--- src/dcache_pkg.sv ---
`default_nettype none

package dcache_pkg;

    // meaningful widths
    typedef logic [31:0] word_t;
    typedef logic [11:0] addr_t;
    typedef logic [3:0]  index_t;
    typedef logic [5:0]  tag_t;
    typedef logic [9:0]  mem_addr_t;
    typedef logic [1:0]  byte_sel_t;
    typedef logic [5:0]  opcode_t;
    typedef logic [2:0]  cnt_t;

    // MIPS memory opcodes
    localparam opcode_t OP_LW = 6'b100011;
    localparam opcode_t OP_LB = 6'b100000;
    localparam opcode_t OP_SW = 6'b101011;
    localparam opcode_t OP_SB = 6'b101000;

    // geometry
    localparam int DCACHE_LINES = 16;
    localparam int MEM_WORDS    = 1024;

    // latencies
    // the first stall cycle in IDLE counts toward both phases
    localparam int MEM_READ_CYCLES  = 5;
    localparam int MEM_WRITE_CYCLES = 6;
    localparam int MEM_PIPE_STAGES  = MEM_READ_CYCLES - 1;
    localparam cnt_t WB_LAST_CNT    = cnt_t'(MEM_WRITE_CYCLES - 1);
    localparam cnt_t FILL_LAST_CNT  = cnt_t'(MEM_READ_CYCLES - 2);

    typedef struct packed {
        opcode_t opcode;
        addr_t   addr;
        word_t   wdata;
    } cpu_req_t;

    typedef struct packed {
        logic cache_we;
        logic cache_in_select;  // 1 selects processor data
        logic mem_we;
        logic mem_in_select;    // 1 selects the victim address
        logic is_byte;
    } cache_ctrl_t;

    typedef enum logic [1:0] {
        IDLE,
        WRITEBACK,
        FILL
    } ctrl_state_e;

    // address field extraction
    function automatic index_t get_index(addr_t addr);
        return addr[5:2];
    endfunction

    function automatic tag_t get_tag(addr_t addr);
        return addr[11:6];
    endfunction

    function automatic byte_sel_t get_byte_sel(addr_t addr);
        return addr[1:0];
    endfunction

endpackage

`default_nettype wire

--- src/dcache_lane_align.sv ---
`timescale 1ns/1ps
`default_nettype none

module dcache_lane_align (
    input  dcache_pkg::cpu_req_t   req,
    input  wire logic              is_byte,
    input  dcache_pkg::word_t      line_data,
    output dcache_pkg::word_t      rdata,
    output dcache_pkg::word_t      store_word
);

    dcache_pkg::byte_sel_t byte_sel;
    logic [7:0]            load_byte;
    dcache_pkg::word_t     merged;

    always_comb begin
        byte_sel = dcache_pkg::get_byte_sel(req.addr);
    end

    // little endian, lane 0 is bits 7:0
    always_comb begin
        load_byte = line_data[8*byte_sel +: 8];
        if (is_byte) begin
            rdata = {{24{load_byte[7]}}, load_byte};
        end else begin
            rdata = line_data;
        end
    end

    // byte store keeps the other three lanes of the line
    always_comb begin
        merged                   = line_data;
        merged[8*byte_sel +: 8]  = req.wdata[7:0];
        if (is_byte) begin
            store_word = merged;
        end else begin
            store_word = req.wdata;
        end
    end

endmodule

`default_nettype wire

--- config.mk ---
export PLATFORM = sky130hd
export DESIGN_NAME = dcache_lane_align
export DESIGN_NICKNAME = d
export VERILOG_FILES = /design/src/dcache_pkg.sv /design/src/dcache_lane_align.sv
export SDC_FILE = /design/constraint.sdc
export NUM_CORES = 1
export LEC_CHECK = 0
export ABC_AREA = 0
export ABC_CLOCK_PERIOD_IN_PS = 1900
export BUFFER_PORTS_ARGS = -buffer_cell sky130_fd_sc_hd__buf_2
export CAP_MARGIN = 25
export CORE_MARGIN = 5
export CORE_UTILIZATION = 36
export DETAILED_ROUTE_END_ITERATION = 6
export PLACE_DENSITY = 0.86
export SLEW_MARGIN = 30
export SYNTH_ARGS = -nofsm -noshare
export SYNTH_HDL_FRONTEND = slang
export SYNTH_SLANG_ARGS = --single-unit
--- constraint.sdc ---
create_clock -name vclk -period 1.9
set_input_delay 0.095 -clock vclk [all_inputs]
set_output_delay 0.095 -clock vclk [all_outputs]
set_load 0.01 [all_outputs]
* Word level (Yosys, flattened, before mapping)
Cells that the tools add are included.
** Word-level totals
- Bits of input ports :: 83
- Register bits :: 0
- Word-level logic and storage cells :: 7
- Output and inout bits :: 64
** Operators by class
- Mux-type cells :: 3
- Add/subtract/negate cells :: 1
- Shift-type cells :: 3
** Operators by type and width (number)
- 32-bit 2-to-1 mux :: 2
- 5-bit negation with 34-bit output :: 1
- 8-bit by 34-bit variable shift with 32-bit output (first input constant) :: 1
- 8-bit by 34-bit indexed part select with 32-bit output :: 1
- 32-bit bitwise mux :: 1
- 32-bit by 6-bit indexed part select with 8-bit output :: 1

* Logic depth before layout (Yosys ltp)
- Depth in word-level cells :: 4
- Gate-level depth with buffers :: 8
- Mapped depth without buffers :: 5

* Least setup slack after synthesis
No wires, ideal clock.
- Path type :: input -> output
- Start point :: in req[33] (netlist name)
- End point :: out store_word[24]
- Data arrival time :: 1.608 ns
- Cell stages on the path :: 8
- Setup slack :: 0.197 ns
- Path through :: buf_6 > clkinv_1 > ha_1 > clkbuf_1 > nor2b_1 > clkbuf_1 > a32oi_1 > a21oi_1
** Between the ends
- Word-level cells in the longest chain between the ends :: 4
- Elaborated cells on any way between the ends :: 5
** Ends and longest elaborated chain
- start: declaration :: RTL line dcache_lane_align.sv:5 : input dcache_pkg::cpu_req_t req,
- 5-bit negation with 34-bit output (*) :: RTL line dcache_lane_align.sv:33 : merged[8*byte_sel +: 8] = req.wdata[7:0];
- 8-bit by 34-bit indexed part select with 32-bit output or 8-bit by 34-bit variable shift with 32-bit output (tied branches) :: RTL line dcache_lane_align.sv:33
- 32-bit bitwise mux (*) :: RTL line dcache_lane_align.sv:33
- 32-bit 2-to-1 mux (*) :: RTL line dcache_lane_align.sv:34 : if (is_byte) begin
- end: declaration :: RTL line dcache_lane_align.sv:9 : output dcache_pkg::word_t store_word
Every way passes the cells marked *; elsewhere a longest branch is shown, timed or not.

* Final worst setup path
- Start point :: in req[33] (netlist name)
- End point :: out store_word[0]
Same word-level chain as after synthesis.

==> impl_metrics.csv <==
group,metric,value,unit
drt,vias,2061,
layout,seq_cells,0,
drt,viasPerCell,5.50,
timing,slew_headroom,74.2,%
drt,wl_met3,562,µm
layout,layout_commonest_cell,"buf_2",
layout,areaGrowthSynthToFinish,57.8,%
layout,antenna_cells,0,
power,netSwitchingPower,0.000329,W
layout,clkbuf_count,0,
power,p_leak,1.17,nW
yosys,synth_compound_area_share,49.1,%
drt,wl_met1,2.34,mm
timing,finalSetupViolCount,0,
flow_run,max-cap-violations,0,
yosys,syn-cell-area,1270,µm²
worst_hold_path,hp-class,"in2out",
grt,grt_pass1_vias,1875,
timing,rsz0062_at_grt,"no",
place,io_buffer_count,131,
drt,top_layer_used,"met4",
die,rows,21,
layout,regArea,0,µm²
yosys,synth_cell_type_count,32,
place,place_inst,375,
power,p_int,0.000261,W
timing,maxSlewViolCount,0,
grt,antenna_found_initial,0,
yosys,synth_top_family_by_area,"compound AO/OA/AOI/OAI gates",
setup_path,crit_top_cell,"buf_2",
die,die_y,69.4,µm
place,postPlaceCellArea,2000,µm²
place,dpl.hpwl,4.87,mm
yosys,yosysWarnings,0,
layout,stdcell_area,2000,µm²
grt,grt_pass1_wl,9.07,mm
grt,grt_start_max_net_pins,42,
yosys,syn-num-nets,290,
setup_path,crit_path_start,"req[33]",
drt,dr.pass1.iters,4,
die,dieArea,4810,µm²
timing,final.setup.tns,0,ns
setup_path,cp_max_fo,11,
power,irDropWorstVdd,0.155,mV
yosys,ys_seq_area_share,0,%
layout,fin_util,59.5,%
grt,grt_overflow,0,
yosys,synthXorXnorAreaFrac,0,%
setup_path,start_kind,"input port",
setup_path,worstSetupEndpoint,"store_word[0]",
timing,fmax,563,MHz
die,io_pins,147,
status,outcome,"complete, no violations",
yosys,synth_mux_area_share,7.59,%
layout,finalNetCount,419,
drt,wirelength,5.89,mm
yosys,yosys.area_share.simple,22.1,%
yosys,synthCells,202,
clock_tree,cts_setup_buffers,0,
drt,met2WireLength,2.93,mm
drt,wire_per_inst,15.7,µm
yosys,synthAdderAreaFrac,4.93,%
clock_tree,holdBufCountCts,0,
clock_tree,ctsResizeCount,0,
power,netSwitchingFraction,55.7,%
power,seq_power_share,0,%
setup_path,timing.critical_path.slowest_cell_delay,0.50,ns
setup_path,cp_slowest_cell,"ha_1",
power,clkPwrFrac,0,%
setup_path,cp.depth,7,
timing,worst_pin_slew,0.388,ns
setup_path,required,1.80,ns
drt,route.detailed.drc,0,
setup_path,path_buf_inv,3,
timing,final.period_utilization,93.5,%
layout,layout_common_cells,"131 x buf_2, 29 x nor2_1, 28 x inv_1",
yosys,synth_area_per_cell,6.28,µm²
setup_path,end_kind,"output port",
die,initial_core_util,37.7,%
timing,layout_min_cycle_time,1.78,ns
power,p_per_area,295,nW/µm²
timing,hold_viol,0,
setup_path,critical-path-top-delay-family,"adder cells",
setup_path,crit_arrival,1.68,ns
grt,track_usage,21.8,%
die,core,3360,µm²
drt,final_antenna_net_count,0,
die,die_w,69.4,µm
setup_path,crit_type,"in2out",
layout,fin_cells,375,
power,combPwrFrac,100.0,%
setup_path,path_cells,"buf_2 -> clkinv_1 -> ha_1 -> nand4bb_1 -> nand2_1 -> a22o_1 -> buf_2",
drt,drt_iter0_markers,159,
layout,drive_gt1_share,48.6,%
place,routabilityCongestion,0.882,
layout make-up:
cell class / count / area, µm²
Inverter: 29 / 109
Tap cell: 46 / 57.6
Fill cell: 351 / 1360
Multi-Input combinational cell: 155 / 1060
Timing Repair Buffer: 145 / 773
worst min-delay path by stage:
| stage | from | to | slack [ns] | cells after the start |
|---|---|---|---|---|
| detailed placement | req[17] | store_word[17] | 0.49 | 3 |
| global placement | req[16] | store_word[16] | 0.49 | 3 |
| floorplan | line_data[24] | rdata[24] | 0.30 | 2 |
| CTS | req[17] | store_word[17] | 0.49 | 3 |
| global route | req[18] | store_word[18] | 0.52 | 3 |
| finish | req[17] | store_word[17] | 0.49 | 3 |
logic make-up after synthesis:
| kind of cell | count (synthesis) |
|---|---|
| buf+inv | 47 |
| compound gates | 86 |
| mux | 9 |
| fa+ha+maj | 5 |
| simple gates | 55 |
power groups by stage:
stage / clock [W] / sequential [W] / combinational [W]
floorplan: 0 / 0 / 0.000317
global placement: 0 / 0 / 0.000578
detailed placement: 0 / 0 / 0.000587
CTS: 0 / 0 / 0.000589
global route: 0 / 0 / 0.000639
finish: 0 / 0 / 0.000590
cell usage after synthesis, types with 5 or more instances:
cell type | number | area (µm²)
inv_1 | 28 | 105
o22a_1 | 9 | 78.8
a32oi_1 | 11 | 96.3
a221oi_1 | 7 | 61.3
nor2_1 | 29 | 109
ha_1 | 5 | 62.6
nand2_1 | 5 | 18.8
o21ai_1 | 10 | 50.1
a21oi_1 | 11 | 55.1
mux2i_1 | 7 | 70.1
clkbuf_1 | 10 | 37.5
o21ai_2 | 10 | 87.6
and3_1 | 9 | 56.3
o21ai_0 | 14 | 70.1
a22o_1 | 8 | 70.1
metrics by stage:
stage | power, W | worst slack, ns | hold WS, ns
2_1_floorplan | 0.000317 | 0.197 | 0.297
3_3_place_gp | 0.000578 | 0.182 | 0.492
3_5_place_dp | 0.000587 | 0.145 | 0.493
4_1_cts | 0.000589 | 0.144 | 0.494
5_1_grt | 0.000639 | 0.0510 | 0.518
6_report | 0.000590 | 0.123 | 0.490
layer usage:
metal | global-route usage (%) | vias to the layer above
li1 | - | 1000
met1 | 26.3 | 943
met2 | 40.6 | 114
met3 | 3.77 | 4
met4 | 3.04 | 0
met5 | 0 | -
Power figures use the tool's default switching activity.
