[src/dcache_pkg.sv]
`default_nettype none

package dcache_pkg;

    // meaningful widths
    typedef logic [31:0] word_t;
    typedef logic [11:0] addr_t;
    typedef logic [3:0]  index_t;
    typedef logic [5:0]  tag_t;
    typedef logic [9:0]  mem_addr_t;
    typedef logic [1:0]  byte_sel_t;
    typedef logic [5:0]  opcode_t;
    typedef logic [2:0]  cnt_t;

    // MIPS memory opcodes
    localparam opcode_t OP_LW = 6'b100011;
    localparam opcode_t OP_LB = 6'b100000;
    localparam opcode_t OP_SW = 6'b101011;
    localparam opcode_t OP_SB = 6'b101000;

    // geometry
    localparam int DCACHE_LINES = 16;
    localparam int MEM_WORDS    = 1024;

    // latencies
    // the first stall cycle in IDLE counts toward both phases
    localparam int MEM_READ_CYCLES  = 5;
    localparam int MEM_WRITE_CYCLES = 6;
    localparam int MEM_PIPE_STAGES  = MEM_READ_CYCLES - 1;
    localparam cnt_t WB_LAST_CNT    = cnt_t'(MEM_WRITE_CYCLES - 1);
    localparam cnt_t FILL_LAST_CNT  = cnt_t'(MEM_READ_CYCLES - 2);

    typedef struct packed {
        opcode_t opcode;
        addr_t   addr;
        word_t   wdata;
    } cpu_req_t;

    typedef struct packed {
        logic cache_we;
        logic cache_in_select;  // 1 selects processor data
        logic mem_we;
        logic mem_in_select;    // 1 selects the victim address
        logic is_byte;
    } cache_ctrl_t;

    typedef enum logic [1:0] {
        IDLE,
        WRITEBACK,
        FILL
    } ctrl_state_e;

    // address field extraction
    function automatic index_t get_index(addr_t addr);
        return addr[5:2];
    endfunction

    function automatic tag_t get_tag(addr_t addr);
        return addr[11:6];
    endfunction

    function automatic byte_sel_t get_byte_sel(addr_t addr);
        return addr[1:0];
    endfunction

endpackage

`default_nettype wire

[src/dcache_array.sv]
`timescale 1ns/1ps
`default_nettype none

module dcache_array (
    input  wire logic                  clk,
    input  wire logic                  rst_b,
    input  dcache_pkg::cpu_req_t       req,
    input  dcache_pkg::cache_ctrl_t    ctrl,
    input  dcache_pkg::word_t          store_word,
    input  dcache_pkg::word_t          mem_rdata,
    output logic                       hit,
    output logic                       dirty,
    output dcache_pkg::tag_t           victim_tag,
    output dcache_pkg::word_t          line_data
);

    logic [dcache_pkg::DCACHE_LINES-1:0] valid_q;
    logic [dcache_pkg::DCACHE_LINES-1:0] dirty_q;
    dcache_pkg::tag_t                    tag_q  [dcache_pkg::DCACHE_LINES];
    dcache_pkg::word_t                   data_q [dcache_pkg::DCACHE_LINES];

    dcache_pkg::index_t idx;
    dcache_pkg::tag_t   req_tag;
    dcache_pkg::word_t  write_word;

    always_comb begin
        idx     = dcache_pkg::get_index(req.addr);
        req_tag = dcache_pkg::get_tag(req.addr);
    end

    // lookup at the request index
    always_comb begin
        hit        = valid_q[idx] && (tag_q[idx] == req_tag);
        dirty      = valid_q[idx] && dirty_q[idx];
        victim_tag = tag_q[idx];
        line_data  = data_q[idx];
    end

    // processor store or refill from memory
    always_comb begin
        if (ctrl.cache_in_select) begin
            write_word = store_word;
        end else begin
            write_word = mem_rdata;
        end
    end

    // line status
    always_ff @(posedge clk or negedge rst_b) begin
        if (!rst_b) begin
            valid_q <= '0;
            dirty_q <= '0;
        end else if (ctrl.cache_we) begin
            valid_q[idx] <= 1'b1;
            // refills come in clean, processor writes leave the line dirty
            dirty_q[idx] <= ctrl.cache_in_select;
        end
    end

    // tag and data storage
    always_ff @(posedge clk) begin
        if (ctrl.cache_we) begin
            tag_q[idx]  <= req_tag;
            data_q[idx] <= write_word;
        end
    end

endmodule

`default_nettype wire

[config.mk]
export PLATFORM = sky130hd
export DESIGN_NAME = dcache_array
export DESIGN_NICKNAME = d
export VERILOG_FILES = /design/src/dcache_pkg.sv /design/src/dcache_array.sv
export SDC_FILE = /design/constraint.sdc
export NUM_CORES = 1
export LEC_CHECK = 0
export BUFFER_PORTS_ARGS = -buffer_cell sky130_fd_sc_hd__buf_4
export CAP_MARGIN = 20
export CORE_AREA = 2 2 185 259
export CTS_CLUSTER_SIZE = 16
export DETAILED_ROUTE_END_ITERATION = 8
export DIE_AREA = 0 0 187 261
export PLACE_DENSITY = 0.84
export SLEW_MARGIN = 0
export SYNTH_ARGS = -nofsm -noshare
export SYNTH_HDL_FRONTEND = slang
export SYNTH_SLANG_ARGS = --single-unit
[constraint.sdc]
create_clock -name clk -period 2 [get_ports clk]
set_input_delay 0.1 -clock clk [delete_from_list [all_inputs] [get_ports clk]]
set_output_delay 0.1 -clock clk [all_outputs]
set_load 0.02 [all_outputs]
[After elaboration in Yosys (flattened, before gate mapping)]
Memory sizes are Yosys's and may differ from the RTL's.
Cells that the tools add are included.
Word-level totals
  bits in writable memories: 608
  memories kept: 2
  output and inout bits: 40
  bits in registers: 32
  logic and storage cells: 21
Operators by class
  equal/unequal tests: 1
  reduce and logical (&&, ||, !) cells: 3
  magnitude comparators: 2
  bitwise gates (word level): 1
  multiplexer cells: 10
Memories
  data_q: depth 16, width 32, read ports 1, clocked after Yosys merged registers in 0, wr ports 1, RTL line dcache_array.sv:20  | dcache_pkg::word_t data_q [dcache_pkg::DCACHE_LINES];
  tag_q: depth 16, width 6, read ports 1, clocked after Yosys merged registers in 0, wr ports 1, RTL line dcache_array.sv:19  | dcache_pkg::tag_t tag_q [dcache_pkg::DCACHE_LINES];
Operator list (count)
  2-to-1 mux 32 bit: 1
  bitwise mux 16 bit: 1
  bitwise OR 16 bit: 1
  binary-select mux 1 bit (select 4 bit): 2
  equality test 6 bit: 1
  less-than comparator 4 x 5 -> 1 bit, second input constant: 1
  2-to-1 mux 1 bit: 5
  demux 1 bit (select 4 bit): 1
  >= comparator 4 x 1 -> 1 bit, second input constant: 1
  logical AND 1 bit: 3

[Longest topological paths before layout]
  depth in word-level cells: 5
  depth in mapped cells: 9
  mapped depth without buffers: 6

[Worst setup path after synthesis]
No wires, ideal clock.
  kind: input port to flip-flop
  start: in req[36] (netlist bit)
  end: reg dirty_q[15] (netlist bit)
  stages on the path: 6
  setup time: 0.126 ns
  data arrival time: 3.383 ns
  required time: 1.874 ns
  path slack: -1.508 ns
  path buffers: 3
  path through: buf_2 > clkbuf_1 > buf_1 > nand3_1 > nor2_1 > mux2_2
Between the ends
  word-level cells in the longest chain between the ends: 5
RTL lines
  start, declared: RTL line dcache_array.sv:7  | input dcache_pkg::cpu_req_t req,
  less-than comparator 4 x 5 -> 1 bit (implied by the code) or >= comparator 4 x 1 -> 1 bit (tied branches): RTL line dcache_array.sv:56  | dirty_q[idx] <= ctrl.cache_in_select;
  logical AND 1 bit (implied by the code): RTL line dcache_array.sv:56
  2-to-1 mux 1 bit (implied by the code): RTL line dcache_array.sv:56
  demux 1 bit (select 4 bit) (*): RTL line dcache_array.sv:56
  bitwise mux 16 bit (*): RTL line dcache_array.sv:56
  end signal, assigned by index: RTL line dcache_array.sv:56
  end, declared: RTL line dcache_array.sv:18  | logic [dcache_pkg::DCACHE_LINES-1:0] dirty_q;
Every way passes the cells marked *; elsewhere a longest branch is shown, timed or not.
A chain may end at the register's enable or synchronous reset.

[Worst setup path after layout]
  start: mem tag_q[7][2] (netlist bit)
  end: out hit
Between the ends
  word-level cells in the longest chain between the ends: 3
RTL lines
  start, declared: RTL line dcache_array.sv:19
  memory (16 x 6 bit)
  equality test 6 bit: RTL line dcache_array.sv:33  | hit = valid_q[idx] && (tag_q[idx] == req_tag);
  logical AND 1 bit: RTL line dcache_array.sv:33
  end, declared: RTL line dcache_array.sv:11  | output logic hit,
No other way between the ends.

==> results.toml <==
[critical_path]
worst_setup_path_start_kind = "flip-flop"
cp_data_required_time_ns = 1.90
cp_slowest_stage_delay_ns = 0.52
cpMostUsedCell = "mux4_2"
r2r-start = "valid_q[11]"
r2r-end = "valid_q[11]"
worst_r2r_path_depth = 1
cp-end-kind = "output port"
path_class = "reg2out"
r2r_slack_ns = 1.15
cp_cell_sequence = "mux4_2 -> mux4_2 -> xor2_1 -> a2111o_1 -> nor4_4 -> buf_4"
slowest_stage = "mux4_2"
cp.arrival_ns = 2.91
path_max_fanout = 2

[final_layout]
nets = 1404
antenna_cells = 0
layout-area-overhead-vs-synth_pct = 19.7
drive_above_1_share_pct = 43.9
stdcell_area_um2 = 29700
fillCellCount = 2898

[clock_tree]
cts_buffers = 54
clk_pin_slew_worst_paths_ns = 0.07
cts.sink_count = 640
clock-root-buffer = "clkbuf_16"
htree_levels = 2
cts_tree = "built"
cts_max_path_buffers = 3
insertion_delay_ns = 0.59

[floorplanning]
fp-row-count = 94
dieArea_um2 = 48800
die_width_um = 187
io_pins = 161
die_y_um = 261
coreArea_um2 = 46700
initial_core_util_pct = 53.2

[grt]
grt_usage_pct = 24.1
grt_pass1_vias = 13000
grt_max_degree = 46
grt_pass1_wl_mm = 85.2
grt_overflow = 0
antenna_found_initial = 0

[drt]
drt_wl_total_mm = 58.5
drt_iter0_drc = 1333
vias = 12200
wl_per_cell_um = 30.1
drc = 0
drt_pass1_iterations = 5
via_per_inst = 6.28
ant_nets = 0

[synth]
synth.largest_area_cell = "edfxtp_1"
synthTopCellsByArea = "edfxtp_1, mux4_2, dfrtp_1"
postSynthCellCount = 1045
seq_area_frac_synth_pct = 76.8
netlist_area_um2 = 24800
ys_seq_elements = 640
yosys_warnings = 0
syn_nets = 1166
synth_top_area_share_pct = 73.6
avgSynthCellArea_um2 = 23.8
ys_types = 40

[power_and_ir_drop]
p_per_area_nw_per_um2 = 937
leakage_uw = 0.00970
ir_drop_v = 0.000729
finalPower_uw = 27800

[timing]
timing.final.hold_violations = 0
report.final.slew_viol_count = 0
relSlewSlack_pct = 59.0
finalSetupTns_ns = -9.91
worst_slack_ns = -1.01
fin_worst_skew_ns = 0
max_freq_mhz = 333
min_period_ns = 3.01
worstMarginPinSlew_ns = 0.615
min_period_over_period_pct = 150
rsz0062_at_grt = "yes"
setup_violations = 40

[placement]
place.gp.congestion = 0.784
pre_cts_ws_ns = -0.435
placed_area_um2 = 27800
port_buffers = 117
dp_hpwl_mm = 33.3

[hold_path]
hp-class = "in2async"

[run_status]
status = "complete, but fails checks"
violations = "negative setup slack"

[run]
max_cap_violations = 0
logic make-up after synthesis:
family          count (synthesis)  share of synthesized area [%]
xor+xnor                        7                          0.247
compound gates                 14                          0.433
simple gates                   70                           1.51
buf+inv                        63                           1.07
flops                         640                           76.8
mux                           251                           20.0
per-layer routing:
metal / track usage [%] / share of wire [%] / wire length, um / vias to the layer above
met3: 3.46 / 7.2 / 4190 / 164
met5: 0 / 0 / 0 / -
li1: - / - / - / 4922
met2: 42.1 / 53 / 30800 / 697
met4: 11.0 / 4.3 / 2520 / 0
met1: 30.4 / 36 / 21000 / 6419
synthesized netlist by cell type, drive strengths merged:
| library cell | instances |
|---|---|
| or3 | 4 |
| a211oi | 2 |
| nor3 | 2 |
| edfxtp | 608 |
| a2bb2oi | 1 |
| a2111o | 1 |
| and2 | 1 |
| a22o | 1 |
| a22oi | 2 |
| nor4 | 2 |
| clkinv | 1 |
| mux4 | 190 |
| xor2 | 4 |
| o211ai | 3 |
| nand3 | 5 |
| nand2 | 17 |
| buf | 28 |
| nor3b | 1 |
| a211o | 1 |
| mux2i | 14 |
| nand4 | 1 |
| mux2 | 47 |
| and3 | 1 |
| o21a | 1 |
| nor2b | 4 |
| inv | 8 |
| dfrtp | 32 |
| nand2b | 8 |
| xnor2 | 3 |
| a21oi | 2 |
| or2 | 9 |
| and4 | 1 |
| nor2 | 11 |
| clkbuf | 26 |
| nand3b | 2 |
| or3b | 1 |
layout by cell type, fill, tap and decap left out, types with 2 or more instances in the layout:
master           n
clkinv_1        10
buf_4          144
nand2_1         14
mux2i_1         11
nor2_1           2
clkbuf_1         9
or2_2            9
buf_12          41
mux2_2          39
clkbuf_16       55
a211oi_1         2
mux4_2         190
mux2i_4          3
mux2_4           8
clkinv_2         9
bufinv_16        4
nand2b_1         8
nor2_4           9
o211ai_1         3
xor2_1           4
nor2b_1          4
dfrtp_1         32
edfxtp_1       608
dlygate4sd3_1    7
clkinvlp_4      12
a22oi_1          2
xnor2_1          3
buf_6           43
nand3b_1         2
nor3_1           2
or3_4            3
nand2_2          3
nand3_1          4
worst max path at each step:
stage	start	endpoint
after global routing	tag_q[11][1]	hit
after floorplan	tag_q[13][1]	hit
final	tag_q[7][2]	hit
after global placement	tag_q[13][1]	hit
after CTS	tag_q[15][2]	hit
after detailed placement	tag_q[11][1]	hit
sequential cells by signal (all words and copies together) (netlist names):
name / count
data_q: 512
tag_q: 96
valid_q: 16
dirty_q: 16
where the power goes:
| group | internal (uW) | switching (uW) | leakage, uW |
|---|---|---|---|
| Sequential | 15200 | 166 | 0.00585 |
| Combinational | 1190 | 1210 | 0.00305 |
| Clock | 5520 | 4590 | 0.000799 |
final cells by class:
class | count | area [um2] | area share, %
sequential | 640 | 19100 | 64.2
tap | 624 | 781 | 2.63
timing repair buffer | 236 | 2470 | 8.32
clock inverter | 28 | 245 | 0.826
clock buffer | 64 | 1410 | 4.75
multi-input combinational | 342 | 5680 | 19.1
inverter | 9 | 60.1 | 0.202
stage by stage:
step / hold WS, ns / instances / util (%)
finish: 0.0479 / 1943 / 63.6
floorplan: -0.196 / 1045 / -
CTS: 0.00795 / 1943 / 63.5
global placement: 0.0587 / 1844 / 59.5
detailed placement: 0.0623 / 1844 / 59.5
global route: 0.0668 / 1943 / 63.6
worst max-delay path, delay by kind of cell (launching register included):
family,cells,cell delay [ns]
buffers and inverters,1,0.19
and+or+nand+nor,1,0.17
muxes,2,1.01
AOI/OAI and AO/OA,1,0.38
xor gates and xnor gates,1,0.17
DFF,1,0.42
repair_timing:
item,4_1_cts,5_1_grt
pin swaps,4,3
resized for setup,47,7
setup buffers,1,0
hold endpoints to repair,128,0
hold buffers,7,0
endpoints found under the setup margin,40,40
(Power assumes the default switching activity.)
