### config.mk
export PLATFORM = sky130hd
export DESIGN_NAME = dcache_ctrl
export DESIGN_NICKNAME = d
export VERILOG_FILES = /design/src/dcache_pkg.sv /design/src/dcache_ctrl.sv
export SDC_FILE = /design/constraint.sdc
export NUM_CORES = 1
export LEC_CHECK = 0
export ABC_AREA = 0
export BUFFER_PORTS_ARGS = -buffer_cell sky130_fd_sc_hd__buf_2
export CORE_ASPECT_RATIO = 1.1
export CORE_UTILIZATION = 33
export DETAILED_ROUTE_END_ITERATION = 8
export HOLD_SLACK_MARGIN = 0.15
export PLACE_DENSITY = 0.86
export SYNTH_ARGS = -nofsm -noshare
export SYNTH_HDL_FRONTEND = slang
export SYNTH_SLANG_ARGS = --single-unit
### constraint.sdc
create_clock -name clk -period 4.5 [get_ports clk]
set_clock_uncertainty 0.15 [all_clocks]
set_input_delay 0.45 -clock clk [delete_from_list [all_inputs] [get_ports clk]]
set_output_delay 0.45 -clock clk [all_outputs]
set_load 0.02 [all_outputs]
### src/dcache_pkg.sv
`default_nettype none

package dcache_pkg;

    // meaningful widths
    typedef logic [31:0] word_t;
    typedef logic [11:0] addr_t;
    typedef logic [3:0]  index_t;
    typedef logic [5:0]  tag_t;
    typedef logic [9:0]  mem_addr_t;
    typedef logic [1:0]  byte_sel_t;
    typedef logic [5:0]  opcode_t;
    typedef logic [2:0]  cnt_t;

    // MIPS memory opcodes
    localparam opcode_t OP_LW = 6'b100011;
    localparam opcode_t OP_LB = 6'b100000;
    localparam opcode_t OP_SW = 6'b101011;
    localparam opcode_t OP_SB = 6'b101000;

    // geometry
    localparam int DCACHE_LINES = 16;
    localparam int MEM_WORDS    = 1024;

    // latencies
    // the first stall cycle in IDLE counts toward both phases
    localparam int MEM_READ_CYCLES  = 5;
    localparam int MEM_WRITE_CYCLES = 6;
    localparam int MEM_PIPE_STAGES  = MEM_READ_CYCLES - 1;
    localparam cnt_t WB_LAST_CNT    = cnt_t'(MEM_WRITE_CYCLES - 1);
    localparam cnt_t FILL_LAST_CNT  = cnt_t'(MEM_READ_CYCLES - 2);

    typedef struct packed {
        opcode_t opcode;
        addr_t   addr;
        word_t   wdata;
    } cpu_req_t;

    typedef struct packed {
        logic cache_we;
        logic cache_in_select;  // 1 selects processor data
        logic mem_we;
        logic mem_in_select;    // 1 selects the victim address
        logic is_byte;
    } cache_ctrl_t;

    typedef enum logic [1:0] {
        IDLE,
        WRITEBACK,
        FILL
    } ctrl_state_e;

    // address field extraction
    function automatic index_t get_index(addr_t addr);
        return addr[5:2];
    endfunction

    function automatic tag_t get_tag(addr_t addr);
        return addr[11:6];
    endfunction

    function automatic byte_sel_t get_byte_sel(addr_t addr);
        return addr[1:0];
    endfunction

endpackage

`default_nettype wire

### src/dcache_ctrl.sv
`timescale 1ns/1ps
`default_nettype none

module dcache_ctrl (
    input  wire logic                  clk,
    input  wire logic                  rst_b,
    input  dcache_pkg::cpu_req_t       req,
    input  wire logic                  hit,
    input  wire logic                  dirty,
    output dcache_pkg::cache_ctrl_t    ctrl,
    output logic                       stall,
    output logic                       reg_write_enable
);

    dcache_pkg::ctrl_state_e state_q;
    dcache_pkg::ctrl_state_e state_d;
    dcache_pkg::cnt_t        cnt_q;
    dcache_pkg::cnt_t        cnt_d;

    logic is_load;
    logic is_store;
    logic is_byte_op;
    logic is_mem_op;

    // opcode decode
    always_comb begin
        is_load    = (req.opcode == dcache_pkg::OP_LW) || (req.opcode == dcache_pkg::OP_LB);
        is_store   = (req.opcode == dcache_pkg::OP_SW) || (req.opcode == dcache_pkg::OP_SB);
        is_byte_op = (req.opcode == dcache_pkg::OP_LB) || (req.opcode == dcache_pkg::OP_SB);
        is_mem_op  = is_load || is_store;
    end

    always_comb begin
        state_d          = state_q;
        ctrl             = '0;
        ctrl.is_byte     = is_byte_op;
        stall            = 1'b0;
        reg_write_enable = 1'b0;

        case (state_q)
            dcache_pkg::IDLE: begin
                if (is_mem_op) begin
                    if (hit) begin
                        // hits finish in this cycle
                        reg_write_enable     = is_load;
                        ctrl.cache_we        = is_store;
                        ctrl.cache_in_select = is_store;
                    end else begin
                        stall = 1'b1;
                        if (dirty) begin
                            // victim goes out right away
                            ctrl.mem_we        = 1'b1;
                            ctrl.mem_in_select = 1'b1;
                            state_d            = dcache_pkg::WRITEBACK;
                        end else begin
                            state_d = dcache_pkg::FILL;
                        end
                    end
                end
            end

            dcache_pkg::WRITEBACK: begin
                stall = 1'b1;
                // last writeback cycle already points memory at the new line
                if (cnt_q == dcache_pkg::WB_LAST_CNT) begin
                    state_d = dcache_pkg::FILL;
                end else begin
                    ctrl.mem_in_select = 1'b1;
                end
            end

            dcache_pkg::FILL: begin
                stall = 1'b1;
                if (cnt_q == dcache_pkg::FILL_LAST_CNT) begin
                    // memory read data is valid now
                    ctrl.cache_we = 1'b1;
                    state_d       = dcache_pkg::IDLE;
                end
            end

            default: begin
                state_d = dcache_pkg::IDLE;
            end
        endcase
    end

    // counter restarts on each state change and rests at zero in IDLE
    always_comb begin
        if ((state_d != state_q) || (state_q == dcache_pkg::IDLE)) begin
            cnt_d = '0;
        end else begin
            cnt_d = dcache_pkg::cnt_t'(cnt_q + 3'd1);
        end
    end

    always_ff @(posedge clk or negedge rst_b) begin
        if (!rst_b) begin
            state_q <= dcache_pkg::IDLE;
            cnt_q   <= '0;
        end else begin
            state_q <= state_d;
            cnt_q   <= cnt_d;
        end
    end

endmodule

`default_nettype wire

* Word-level counts from Yosys, hierarchy flattened
Cells that the tools add are included.
W data, S select, Z words.
** Operators by class
- Add/subtract/negate cells :: 1
- Equality and inequality tests :: 9
- Multiplexer cells :: 22
- Reduce and logical (&&, ||, !) cells :: 7
** Operators with widths (count)
- $eq A6 B6 Y1 const B :: 4
- $mux W2 :: 9
- $mux W1 :: 7
- $pmux W1 S2 :: 3
- $pmux W2 S3 :: 1
- $logic_or A1 B1 Y1 :: 5
- $mux W4 :: 1
- $add A3 B1 Y3 const B :: 1
- $eq A3 B2 Y1 const B :: 1
- $eq A3 B3 Y1 const B :: 1
- $mux W3 :: 1
- $eq A2 B1 Y1 const B :: 1
- $eq A2 B2 Y1 const B :: 1
- $logic_not A2 Y1 :: 1
- $ne A2 B2 Y1 :: 1
- $reduce_or A2 Y1 :: 1
** Word-level totals
- Bits in registers :: 5
- Input bits :: 54
- Output and inout bits :: 7
- Logic and storage cells :: 41

* Logic depth before layout (Yosys ltp)
Gate-level depths: netlist of the first run.
- Word-level depth :: 8
- Depth in mapped cells :: 5
- Depth with buffers taken out :: 5

* Worst setup path before layout of the first run
OpenSTA, ideal clock, no wires.
- Kind :: input port to output port
- Start point :: input req[46] (netlist bit)
- End point :: output ctrl[4] (netlist bit)
- Arrival time :: 1994 ps
- Data required time :: 3900 ps
- Slack :: 1906 ps
- Stages on the path :: 4
- Path through :: or3b_1 > buf_2 > nor4_1 > a21o_1
** RTL lines
- from (decl) :: RTL line dcache_ctrl.sv:7 : input dcache_pkg::cpu_req_t req,
- to (decl) :: RTL line dcache_ctrl.sv:10 : output dcache_pkg::cache_ctrl_t ctrl,

* Final worst setup path of the first run
- Start point :: register state_q[1]
- End point :: output stall
** Between the ends
- Cells in the longest elaborated chain, start to end :: 3
** RTL lines
- from (decl) :: RTL line dcache_ctrl.sv:15 : dcache_pkg::ctrl_state_e state_q;
- from (signal assigned) :: RTL line dcache_ctrl.sv:98 : state_q <= dcache_pkg::IDLE;
- from (signal assigned) :: RTL line dcache_ctrl.sv:101 : state_q <= state_d;
- $eq A2 B2 Y1 or $eq A2 B1 Y1 (tied branches) :: RTL line dcache_ctrl.sv:40 : case (state_q)
- $reduce_or A2 Y1 (no line)
- $pmux W1 S2 (*) :: RTL line dcache_ctrl.sv:40
- to (decl) :: RTL line dcache_ctrl.sv:11 : output logic stall,
Mark *: on every way between the ends. The rest lies on a longest branch, timed or not.

==> metrics.md, run 1 <==
| Metric | Value |
|---|---|
| Data arrival time at the worst-slack endpoint | `1.86 ns` |
| Ys Warns | `0` |
| Total power divided by cell area | `400.0 nW/um^2` |
| Diode insertion count for antenna repair | `0` |
| Max-cap violations | `0` |
| Combinational Power Share | `49.8%` |
| Starting density of the core | `35.07%` |
| Router iterations before antenna repair | `4` |
| Synthesized area divided by synthesized cell count | `8.713 um^2` |
| Post-Synth Simple-Gate Area | `26.63%` |
| Most frequent standard cell in the layout excluding fill and tap cells | `sky130_fd_sc_hd__buf_2` |
| Layout net count | `136` |
| Synth Area in XOR/XNOR | `1.828%` |
| H-tree depth reported by CTS | `1` |
| Setup crit end kind | `output port` |
| Pin count of the biggest net entering global routing | `9` |
| Max Transition Viols Final | `0` |
| Cell taking the most area after synthesis | `sky130_fd_sc_hd__dfrtp_1` |
| Switching Power | `0.0001022 W` |
| Clock transition at path regs | `0.04 ns` |
| Peak supply drop | `0.1521 mV` |
| Number of nets with antenna violations after detailed routing | `0` |
| WL/cell | `11.64 um` |
| Flop and latch count out of synthesis | `5` |
| Post-Synthesis Cell Area | `479.2 um^2` |
| Worst Max-Slew Pin Slew | `0.4771 ns` |
| Number of design-rule violations left by the first detailed-router iteration | `10` |
| Crit path kind | `reg2out` |
| Worst hold-check slack | `0.3380 ns` |
| # rows | `14` |
| Portion of total power attributed to the clock network | `21.8%` |
| RSZ-0062 raised after global routing | `no` |
| Nature of the critical path startpoint | `flop` |
| Max-slew headroom at the worst pin | `67.90%` |
| Number of buffers added for setup after CTS | `0` |
| Sequential fraction of the synthesis area | `26.11%` |
| Most used cells in the layout excluding fill and tap cells | `16 x sky130_fd_sc_hd__buf_2, 8 x sky130_fd_sc_hd__inv_1, 7 x sky130_fd_sc_hd__nor4_1, 7 x sky130_fd_sc_hd__ha_1, 5 x sky130_fd_sc_hd__dfrtp_1` |
| Final weighted congestion in routability-driven placement | `0.7408` |
| Share of synthesized area spent on multiplexers | `0%` |
| Final total power | `0.0002412 W` |
| Number of global-route vias before repair | `435` |
| Post-synth EDFFs | `0` |
| Maximum operating frequency | `406.1 MHz` |
| Final WS setup | `2.038 ns` |
| DIE WIDTH | `38.34 um` |
| Hold/Removal Path Class | `reg2reg` |
| Routed via count divided by cell count | `5.211` |
| Synth Area in Compound Gates | `18.28%` |
| Antenna violations before repair | `0` |
| I/O pin cnt | `61` |
| Die Area | `1609 um^2` |
| Area share of the largest cell type after synthesis | `26.11%` |
| Port bufs | `16` |
| Count of endpoints failing setup in the final report | `0` |
| DRC violation count after routing | `0` |
| Pre-CTS worst setup slack | `2.112 ns` |
| Reported leakage power | `0.3102 nW` |
| Layout cells sized above 1 | `29.73%` |
| Floorplan die height | `41.97 um` |
| Sequential fraction of design power | `28.3%` |
| Sum Neg Setup Slack | `0 ns` |
| Run status | `complete, no violations` |
| Mapped Cells | `55` |
| Hpwl dp | `806.9 um` |
| Net Count, Synth | `116` |
| Main flop type after synthesis | `sky130_fd_sc_hd__dfrtp_1` |
| Global route total overflow | `0` |
| Number of buffers added to fix hold violations after cts | `1` |
| Number of sinks on the clock net | `5` |
| Total vias in the final route | `469` |
| Tcrit/Tclk final | `54.72%` |
| Switching power share of the total | `42.38%` |
| Clock period minus final worst setup slack | `2.462 ns` |
| CTS root buffer | `sky130_fd_sc_hd__clkbuf_4` |
| Total wire length | `1048 um` |
| Layout-stage area growth over the synthesis result | `25.85%` |
| Placeable core region | `1366 um^2` |
| Global-route usage over all layers | `14.60%` |
| Final Hold Fails | `0` |
| Top post-synthesis cells by area | `sky130_fd_sc_hd__dfrtp_1 26%, sky130_fd_sc_hd__ha_1 18%, sky130_fd_sc_hd__nor4_1 9.1%` |
| WP data required | `3.90 ns` |
| Max clock buf depth | `2` |
| Number of unique standard cell types used by synthesis | `27` |
| Dominant combinational cell family by area after synthesis | `simple AND/OR/NAND/NOR gates` |
| Maximum net fanout on the critical path | `8` |
| Async SR Flop Fraction | `100.0%` |
| Area share of fa/ha/maj cells after synthesis | `18.28%` |
| TritonCTS clock tree | `yes` |
| Number of buffers added by the clock tree synthesis step | `3` |
| Post-cts gate resize count | `0` |
| P_int | `0.0001390 W` |
| First-pass GRT wire length | `1676 um` |
| Clock insertion delay at the later pin of the skew report | `0.25 ns` |
cell usage after synthesis, types with 2 or more instances:
master,number
sky130_fd_sc_hd__a21o_1,2
sky130_fd_sc_hd__o21ai_0,2
sky130_fd_sc_hd__nor4_1,7
sky130_fd_sc_hd__dfrtp_1,5
sky130_fd_sc_hd__nor3_1,3
sky130_fd_sc_hd__inv_1,8
sky130_fd_sc_hd__nand2_1,2
sky130_fd_sc_hd__ha_1,7
metal layers:
metal | global-route usage [%] | up-vias | share of wire [%]
met5 | 0 | - | 0
met4 | 4.138 | 0 | 0
met3 | 4.813 | 0 | 4.4
met2 | 25.42 | 15 | 48
met1 | 16.33 | 211 | 47
li1 | - | 243 | -
final cells by class:
cell class	instances	area, um^2
fillers	141	763.2
multi-input cells	40	311.5
flip-flops and latches	5	125.1
repair buffers	17	90.09
inverters	8	30.03
clock buffers	4	26.28
well taps	16	20.02
sequential cells by signal, indices dropped and copies added, names as in the netlist:
name / cells
cnt_q: 3
state_q: 2
final timing paths:
path                              endpoint  depth (start not counted)  slack (ns)        from
worst min-delay path              cnt_q[0]                          1        0.34    cnt_q[0]
worst max register to register  state_q[1]                          5        2.58  state_q[1]
worst max-delay path                 stall                          6        2.04  state_q[1]
worst min register to register    cnt_q[0]                          1        0.34    cnt_q[0]
min in group asynchronous         cnt_q[1]                          2        0.39       rst_b
max in group asynchronous       state_q[1]                          2        3.67       rst_b
power groups by stage:
| stage | logic (W) | registers [W] | clock network (W) |
|---|---|---|---|
| 6_report | 0.000120 | 0.0000683 | 0.0000527 |
| 3_3_place_gp | 0.000114 | 0.0000682 | 0 |
| 5_1_grt | 0.000136 | 0.0000699 | 0.0000576 |
| 4_1_cts | 0.000121 | 0.0000683 | 0.0000562 |
| 2_1_floorplan | 0.0000899 | 0.0000656 | 0 |
| 3_5_place_dp | 0.000120 | 0.0000688 | 0 |
worst max-delay path, stage by stage, from the launching register on:
cell and delay (ns):
sky130_fd_sc_hd__dfrtp_1 0.46, sky130_fd_sc_hd__inv_1 0.13, sky130_fd_sc_hd__ha_1 0.24, sky130_fd_sc_hd__inv_1 0.10
sky130_fd_sc_hd__nor4_1 0.36, sky130_fd_sc_hd__o21ba_2 0.18, sky130_fd_sc_hd__buf_2 0.15
per-stage QoR:
| stage | instances | util, % | instance area, um^2 |
|---|---|---|---|
| 2_1_floorplan | 55 | - | 479.2 |
| 3_3_place_gp | 85 | 41.48 | 566.8 |
| 3_5_place_dp | 85 | 41.48 | 566.8 |
| 4_1_cts | 90 | 44.14 | 603.1 |
| 5_1_grt | 90 | 44.14 | 603.1 |
| 6_report | 90 | 44.14 | 603.1 |
cells by family after synthesis:
group / Yosys count
xor+xnor: 1
simple gates: 20
flops: 5
fa+ha+maj: 7
compound gates: 12
buf+inv: 10
(Power assumes the default switching activity.)
==> run 2, diff against run 1 <==
ABC_AREA = 1   (was 0)
CORE_UTILIZATION = 32   (was 33)
PLACE_DENSITY = 0.8   (was 0.86)
clock period = 2.4 ns   (was 4.5 ns; I/O delays follow)
==> metrics.md, run 2 <==
| Metric | Value |
|---|---|
| Total wire length | `965 um (-7.9%)` |
| Floorplan die height | `44.61 um (+6.3%)` |
| Crit path kind | `reg2out` |
| Number of sinks on the clock net | `5 (unchanged)` |
| Total vias in the final route | `520 (+11%)` |
| Main flop type after synthesis | `sky130_fd_sc_hd__dfrtp_1` |
| Number of unique standard cell types used by synthesis | `20 (-26%)` |
| Placeable core region | `1558 um^2 (+14%)` |
| Count of endpoints failing setup in the final report | `0 (unchanged)` |
| H-tree depth reported by CTS | `1 (unchanged)` |
| Fill count | `177 (+26%)` |
| Share of the core filled with cells in the final layout | `42.25% (-1.9 points)` |
| Top Registers | `cnt_q x3, state_q x2` |
| Top post-synthesis cells by area | `sky130_fd_sc_hd__dfrtp_1 24%, sky130_fd_sc_hd__ha_1 17%, sky130_fd_sc_hd__inv_1 14%` |
| Reported leakage power | `0.4246 nW (+37%)` |
| Peak supply drop | `0.3870 mV (+150%)` |
| Pre-CTS worst setup slack | `0.4767 ns (-1.635 ns)` |
| DRC violation count after routing | `0 (unchanged)` |
| FF-to-FF setup slack | `0.64 ns (-1.94 ns)` |
| TritonCTS clock tree | `yes` |
| Depth of the worst register-to-register path | `12 (+7)` |
| Max-cap violations | `0 (unchanged)` |
| Router iterations before antenna repair | `2 (-2)` |
| Switching Power | `0.0002151 W (+110%)` |
| Mapped Cells | `80 (+45%)` |
| Number of non-filler instances in the completed layout | `117 (+30%)` |
| Worst stage delay on the critical path | `0.43 ns (-0.03 ns)` |
| # rows | `15 (+1)` |
| Top Usage Layer GRT | `met2` |
| Worst Max-Slew Pin Slew | `0.2671 ns (-0.2100 ns)` |
| Cell taking the most area after synthesis | `sky130_fd_sc_hd__dfrtp_1` |
| Final WS setup | `0.2485 ns (-1.789 ns)` |
| CP max stage cell | `sky130_fd_sc_hd__dfrtp_1` |
| Portion of total power attributed to the clock network | `19.7% (-2.1 points)` |
| WP data required | `2.01 ns (-1.89 ns)` |
| Hold/Removal Path Class | `in2async` |
| Run status | `complete, no violations` |
| Die Area | `1817 um^2 (+13%)` |
| Switching power share of the total | `44.79% (+2.4 points)` |
| Synthesized area divided by synthesized cell count | `6.600 um^2 (-24%)` |
| Maximum operating frequency | `464.8 MHz` |
| Most used cells in the layout excluding fill and tap cells | `19 x sky130_fd_sc_hd__inv_1, 17 x sky130_fd_sc_hd__nand2_1, 16 x sky130_fd_sc_hd__buf_2, 7 x sky130_fd_sc_hd__ha_1, 6 x sky130_fd_sc_hd__nor2_1` |
| Number of design-rule violations left by the first detailed-router iteration | `2 (-8)` |
| Async SR Flop Fraction | `100.0% (unchanged)` |
| Layout net count | `162 (+19%)` |
| Final weighted congestion in routability-driven placement | `0.7568 (+2.2%)` |
| Worst reg2reg endpoint | `cnt_q[1]` |
| Global route total overflow | `0 (unchanged)` |
| Max clock buf depth | `2 (unchanged)` |
| Hpwl dp | `829 um (+2.7%)` |
| Met2 Resource Use GR | `19.68% (-5.7 points)` |
| CTS root buffer | `sky130_fd_sc_hd__clkbuf_4` |
| Combinational Power Share | `52.2% (+2.4 points)` |
| Total power divided by cell area | `729.6 nW/um^2 (+82%)` |
| Clock period minus final worst setup slack | `2.152 ns` |
| Sequential fraction of design power | `28.1% (-0.2 points)` |
| P_int | `0.0002651 W (+91%)` |
| Area share of the largest cell type after synthesis | `23.70% (-2.4 points)` |
| Clock transition at path regs | `0.04 ns (about the same)` |
| Most frequent standard cell in the layout excluding fill and tap cells | `sky130_fd_sc_hd__inv_1` |
| Routed via count divided by cell count | `4.444 (-15%)` |
| Data arrival time at the worst-slack endpoint | `1.76 ns (-0.10 ns)` |
| DIE WIDTH | `40.73 um (+6.2%)` |
| Tcrit/Tclk final | `89.65%` |
| I/O pin cnt | `61 (unchanged)` |
| Starting density of the core | `33.90% (-1.2 points)` |
| Global-route usage over all layers | `12.78% (-1.8 points)` |
| Layout cells sized above 1 | `30.00% (+0.27 points)` |
| Max Transition Viols Final | `0 (unchanged)` |
| Number of buffers added by the clock tree synthesis step | `3 (unchanged)` |
| Met1 track demand over resource in global routing | `14.51% (-1.8 points)` |
| Post-synth EDFFs | `0 (unchanged)` |
| Most flops, register | `cnt_q` |
| Sequential fraction of the synthesis area | `23.70% (-2.4 points)` |
| Pin count of the biggest net entering global routing | `7 (-2)` |
| Setup crit end kind | `output port` |
| Final Hold Fails | `0 (unchanged)` |
| First-pass GRT wire length | `1531 um (-8.7%)` |
| Max-slew headroom at the worst pin | `82.16% (+14 points)` |
| Sequence of cells on the critical path | `inv_1, ha_1, nand2_1, nor3b_1, o21bai_1, buf_2` |
| Antenna violations before repair | `0 (unchanged)` |
| Number of flip-flops under the largest register name | `3 (unchanged)` |
| Maximum net fanout on the critical path | `6 (-2)` |
| Number of nets with antenna violations after detailed routing | `0 (unchanged)` |
| WL/cell | `8.248 um (-29%)` |
| Nature of the critical path startpoint | `flop` |
| Diode insertion count for antenna repair | `0 (unchanged)` |
| Layout-stage area growth over the synthesis result | `24.64%` |
| Cell count after placement | `112 (+32%)` |
| RSZ-0062 raised after global routing | `no` |
| Dominant cell by count in the synthesized netlist | `sky130_fd_sc_hd__inv_1` |
| Number of buffers added for setup after CTS | `0 (unchanged)` |
| Net Count, Synth | `141 (+22%)` |
| Clock insertion delay at the later pin of the skew report | `0.24 ns (about the same)` |
| Flop and latch count out of synthesis | `5 (unchanged)` |
| Number of global-route vias before repair | `425 (-2.3%)` |
| Sum Neg Setup Slack | `0 ns (unchanged)` |
| Post-Synthesis Cell Area | `528.0 um^2 (+10%)` |
| FF-to-FF Start | `state_q[0]` |
| Port bufs | `16 (unchanged)` |
| Ys Warns | `0 (unchanged)` |
| Met3 global-route usage | `3.015% (-1.8 points)` |
| Final total power | `0.0004802 W (+99%)` |
| Most used standard cells in the synthesized netlist | `19 x sky130_fd_sc_hd__inv_1, 17 x sky130_fd_sc_hd__nand2_1, 7 x sky130_fd_sc_hd__ha_1, 6 x sky130_fd_sc_hd__nor2_1` |
[run 2: changes by cell type in the layout (fill, tap and decap cells not counted), sizes merged, moves of 6 or more]
cell | before | now
nor4 | 7 | 0
nand2 | 2 | 22
nor2 | 1 | 7
inv | 8 | 22
nand3 | 0 | 6
[run 2: how the worst max path moves through the flow]
stage	startpoint	endpoint	slack, ns	cells past startpoint
floorplan	state_q[1]	ctrl[4]	0.28	5
global placement	state_q[1]	ctrl[4]	0.49	6
detailed placement	state_q[0]	ctrl[4]	0.48	6
CTS	state_q[0]	ctrl[4]	0.20	6
global route	state_q[0]	ctrl[4]	0.06	6
finish	state_q[0]	ctrl[4]	0.25	6
[run 2: timing repair]
item / CTS / global route
resized for setup: 0 / 0
hold buffers: 1 / 0
endpoints found under the hold margin: 5 / 0
[run 2: cell families after synthesis]
family          synth area share, %
simple gates                  35.55
flops                         23.70
fa+ha+maj                     16.59
compound gates                7.108
buf+inv                       17.06
[run 2: routing by layer]
metal  wire, um  share of wire [%]
met5          0                  0
met4          0                  0
met3         57                5.9
met2        476                 49
met1        430                 45
[run 2: cell type report]
type | count | area (um^2) | share of cell area (%)
clock buffer | 4 | 26.28 | 3.992
inverter | 22 | 82.58 | 12.55
multi-input combinational | 52 | 312.8 | 47.53
sequential | 5 | 125.1 | 19.01
tap | 17 | 21.27 | 3.232
timing repair buffer | 17 | 90.09 | 13.69
[run 2: stage by stage]
step / hold WS [ns] / instance area (um^2)
after floorplan: -0.2056 / 528.0
after global placement: -0.09749 / 621.8
after detailed placement: -0.09470 / 621.8
after CTS: 0.1797 / 658.1
after global routing: 0.1995 / 658.1
final: 0.1934 / 658.1
[run 2: power by group through the flow]
stage / sequential (W) / combinational (W) / clock, W
floorplan: 0.000131 / 0.000198 / 0
global placement: 0.000136 / 0.000248 / 0
detailed placement: 0.000137 / 0.000254 / 0
CTS: 0.000136 / 0.000256 / 0.000100
global route: 0.000138 / 0.000295 / 0.000105
finish: 0.000135 / 0.000251 / 0.0000944
[run 2: worst max-delay path, delay by kind of cell, from the launching register on]
kind,cells,cell delay (ns)
flops,1,0.43
simple gates,2,0.38
buf+inv,2,0.30
fa+ha+maj,1,0.26
compound gates,1,0.15
==> run 3, diff against run 2 <==
ABC_AREA = default   (was 1)
BUFFER_PORTS_ARGS = -buffer_cell sky130_fd_sc_hd__buf_4   (was -buffer_cell sky130_fd_sc_hd__buf_2)
CORE_UTILIZATION = 31   (was 32)
PLACE_DENSITY = 0.81   (was 0.8)
==> metrics.md, run 3 (synthesis gave the netlist of run 1 again) <==
| Metric | Value |
|---|---|
| Run status | `complete, no violations` |
| Setup crit end kind | `output port` |
| Number of flip-flops under the largest register name | `3 (unchanged)` |
| Antenna violations before repair | `0 (unchanged)` |
| Floorplan die height | `43.24 um (-3.1%)` |
| CTS root buffer | `sky130_fd_sc_hd__clkbuf_4` |
| Diode insertion count for antenna repair | `0 (unchanged)` |
| Final Hold Fails | `0 (unchanged)` |
| Clock insertion delay at the later pin of the skew report | `0.25 ns (about the same)` |
| Routed length on met2 | `671 um (+41%)` |
| Starting density of the core | `34.20% (+0.30 points)` |
| Most frequent standard cell in the layout excluding fill and tap cells | `sky130_fd_sc_hd__buf_4` |
| Wire length on met3 | `53 um (-7.0%)` |
| Global route total overflow | `0 (unchanged)` |
| # rows | `14 (-1)` |
| DIE WIDTH | `39.49 um (-3.1%)` |
| Number of nets with antenna violations after detailed routing | `0 (unchanged)` |
| Number of global-route vias before repair | `494 (+16%)` |
| Layout net count | `136 (-16%)` |
| Number of sinks on the clock net | `5 (unchanged)` |
| Cell count after placement | `85 (-24%)` |
| CP max stage cell | `sky130_fd_sc_hd__dfrtp_1` |
| Total wire length | `1267 um (+31%)` |
| Most used cells in the layout excluding fill and tap cells | `16 x sky130_fd_sc_hd__buf_4, 8 x sky130_fd_sc_hd__inv_1, 7 x sky130_fd_sc_hd__ha_1, 6 x sky130_fd_sc_hd__nor4_1, 5 x sky130_fd_sc_hd__dfrtp_1` |
| TritonCTS clock tree | `yes` |
| I/O pin cnt | `61 (unchanged)` |
| WP data required | `2.01 ns (about the same)` |
| Max Transition Viols Final | `0 (unchanged)` |
| Crit path kind | `reg2out` |
| Number of buffers added for setup after CTS | `0 (unchanged)` |
| Design area | `649.4 um^2 (-1.3%)` |
| Layout-stage area growth over the synthesis result | `35.51%` |
| Tcrit/Tclk final | `92.80% (+3.2 points)` |
| Hold/Removal Path Class | `in2async` |
| Max clock buf depth | `2 (unchanged)` |
| Most flops, register | `cnt_q` |
| DRT met1 WL | `504 um (+17%)` |
| Die Area | `1707 um^2 (-6.0%)` |
| Data arrival time at the worst-slack endpoint | `1.84 ns (+0.08 ns)` |
| Placement-stage cell area | `606.8 um^2 (-2.4%)` |
| WL/cell | `14.08 um (+71%)` |
| Count of endpoints failing setup in the final report | `0 (unchanged)` |
| Number of design-rule violations left by the first detailed-router iteration | `11 (+9)` |
| RSZ-0062 raised after global routing | `no` |
| Clock period minus final worst setup slack | `2.227 ns (+0.07567 ns)` |
| Hpwl dp | `968.6 um (+17%)` |
| DRC violation count after routing | `0 (unchanged)` |
| Maximum operating frequency | `449.0 MHz (-3.4%)` |
| Sequence of cells on the critical path | `inv_1, ha_1, inv_1, nor4_2, o21ba_2, buf_4` |
| Top Layer Used | `met4` |
| Number of buffers added by the clock tree synthesis step | `3 (unchanged)` |
| Maximum net fanout on the critical path | `8 (+2)` |
| Total power divided by cell area | `737.9 nW/um^2 (+1.1%)` |
| Placeable core region | `1401 um^2 (-10%)` |
| Peak supply drop | `0.4045 mV (+4.5%)` |
| Fill count | `148 (-16%)` |
| Pin count of the biggest net entering global routing | `9 (+2)` |
| Final weighted congestion in routability-driven placement | `0.8501 (+12%)` |
| Nature of the critical path startpoint | `flop` |
| Reported leakage power | `0.3183 nW (-25%)` |
| Sum Neg Setup Slack | `0 ns (unchanged)` |
| Top Registers | `cnt_q x3, state_q x2` |
| Layout cells sized above 1 | `31.08% (+1.1 points)` |
| First-pass GRT wire length | `1945 um (+27%)` |
| Total vias in the final route | `493 (-5.2%)` |
| Global-route usage over all layers | `17.28% (+4.5 points)` |
| Max-slew headroom at the worst pin | `63.16% (-19 points)` |
| H-tree depth reported by CTS | `1 (unchanged)` |
| Most prevalent standard cell on the critical path | `sky130_fd_sc_hd__inv_1` |
| Port bufs | `16 (unchanged)` |
| Clock transition at path regs | `0.05 ns (about the same)` |
| Worst Max-Slew Pin Slew | `0.5507 ns (+0.2836 ns)` |
| Number of buffer and inverter instances along the worst setup path | `3 (+1)` |
| Router iterations before antenna repair | `4 (+2)` |
| Worst stage delay on the critical path | `0.45 ns (+0.02 ns)` |
| Max-cap violations | `0 (unchanged)` |
| Number of non-filler instances in the completed layout | `90 (-23%)` |
| CP top delay family | `flip-flops` |
| Routed via count divided by cell count | `5.478 (+23%)` |
## run 3: where the power goes
group	switching (W)	leakage, nW	internal [W]
logic	0.000140	0.235	0.000108
registers	0.0000253	0.0682	0.000104
clock network	0.0000391	0.0150	0.0000631
total	0.000204	0.318	0.000275
## run 3: cell type report
type                       instances  area [um^2]  share of cell area, %
inverter                           8        30.03                  4.624
sequential                         5        125.1                  19.27
tap                               16        20.02                  3.083
multi-input combinational         40        317.8                  48.94
timing repair buffer              17        130.1                  20.04
clock buffer                       4        26.28                  4.046
## run 3: metal layers
| metal | track usage, % | up-vias |
|---|---|---|
| li1 | - | 241 |
| met5 | 0 | - |
| met3 | 3.141 | 5 |
| met2 | 29.51 | 21 |
| met1 | 17.59 | 226 |
| met4 | 12.41 | 0 |
## run 3: final timing paths
| check | from | endpoint | slack, ns | cells past startpoint |
|---|---|---|---|---|
| min reg2reg | cnt_q[0] | cnt_q[0] | 0.34 | 1 |
| max reg2reg | state_q[1] | cnt_q[1] | 0.45 | 5 |
| min | rst_b | state_q[0] | 0.17 | 2 |
| max in group asynchronous | rst_b | cnt_q[0] | 1.81 | 2 |
| max | state_q[1] | stall | 0.17 | 6 |
| min in group clk | hit | state_q[0] | 0.22 | 3 |
## run 3: timing repair
action	CTS	global route
resized for setup	0	1
hold buffers	1	0
hold endpoints to repair	5	0
endpoints found under the setup margin	0	2
## run 3: metrics by stage
step,setup slack (ns),util (%),power (W),hold WS [ns]
after detailed placement,0.3943,43.30,0.0003673,-0.1041
after floorplan,0.2259,-,0.0002915,-0.2056
after global routing,0.01062,46.34,0.0005140,0.1932
after global placement,0.4341,43.30,0.0003590,-0.1091
after CTS,0.1181,45.89,0.0004754,0.1792
final,0.1728,46.34,0.0004792,0.1750
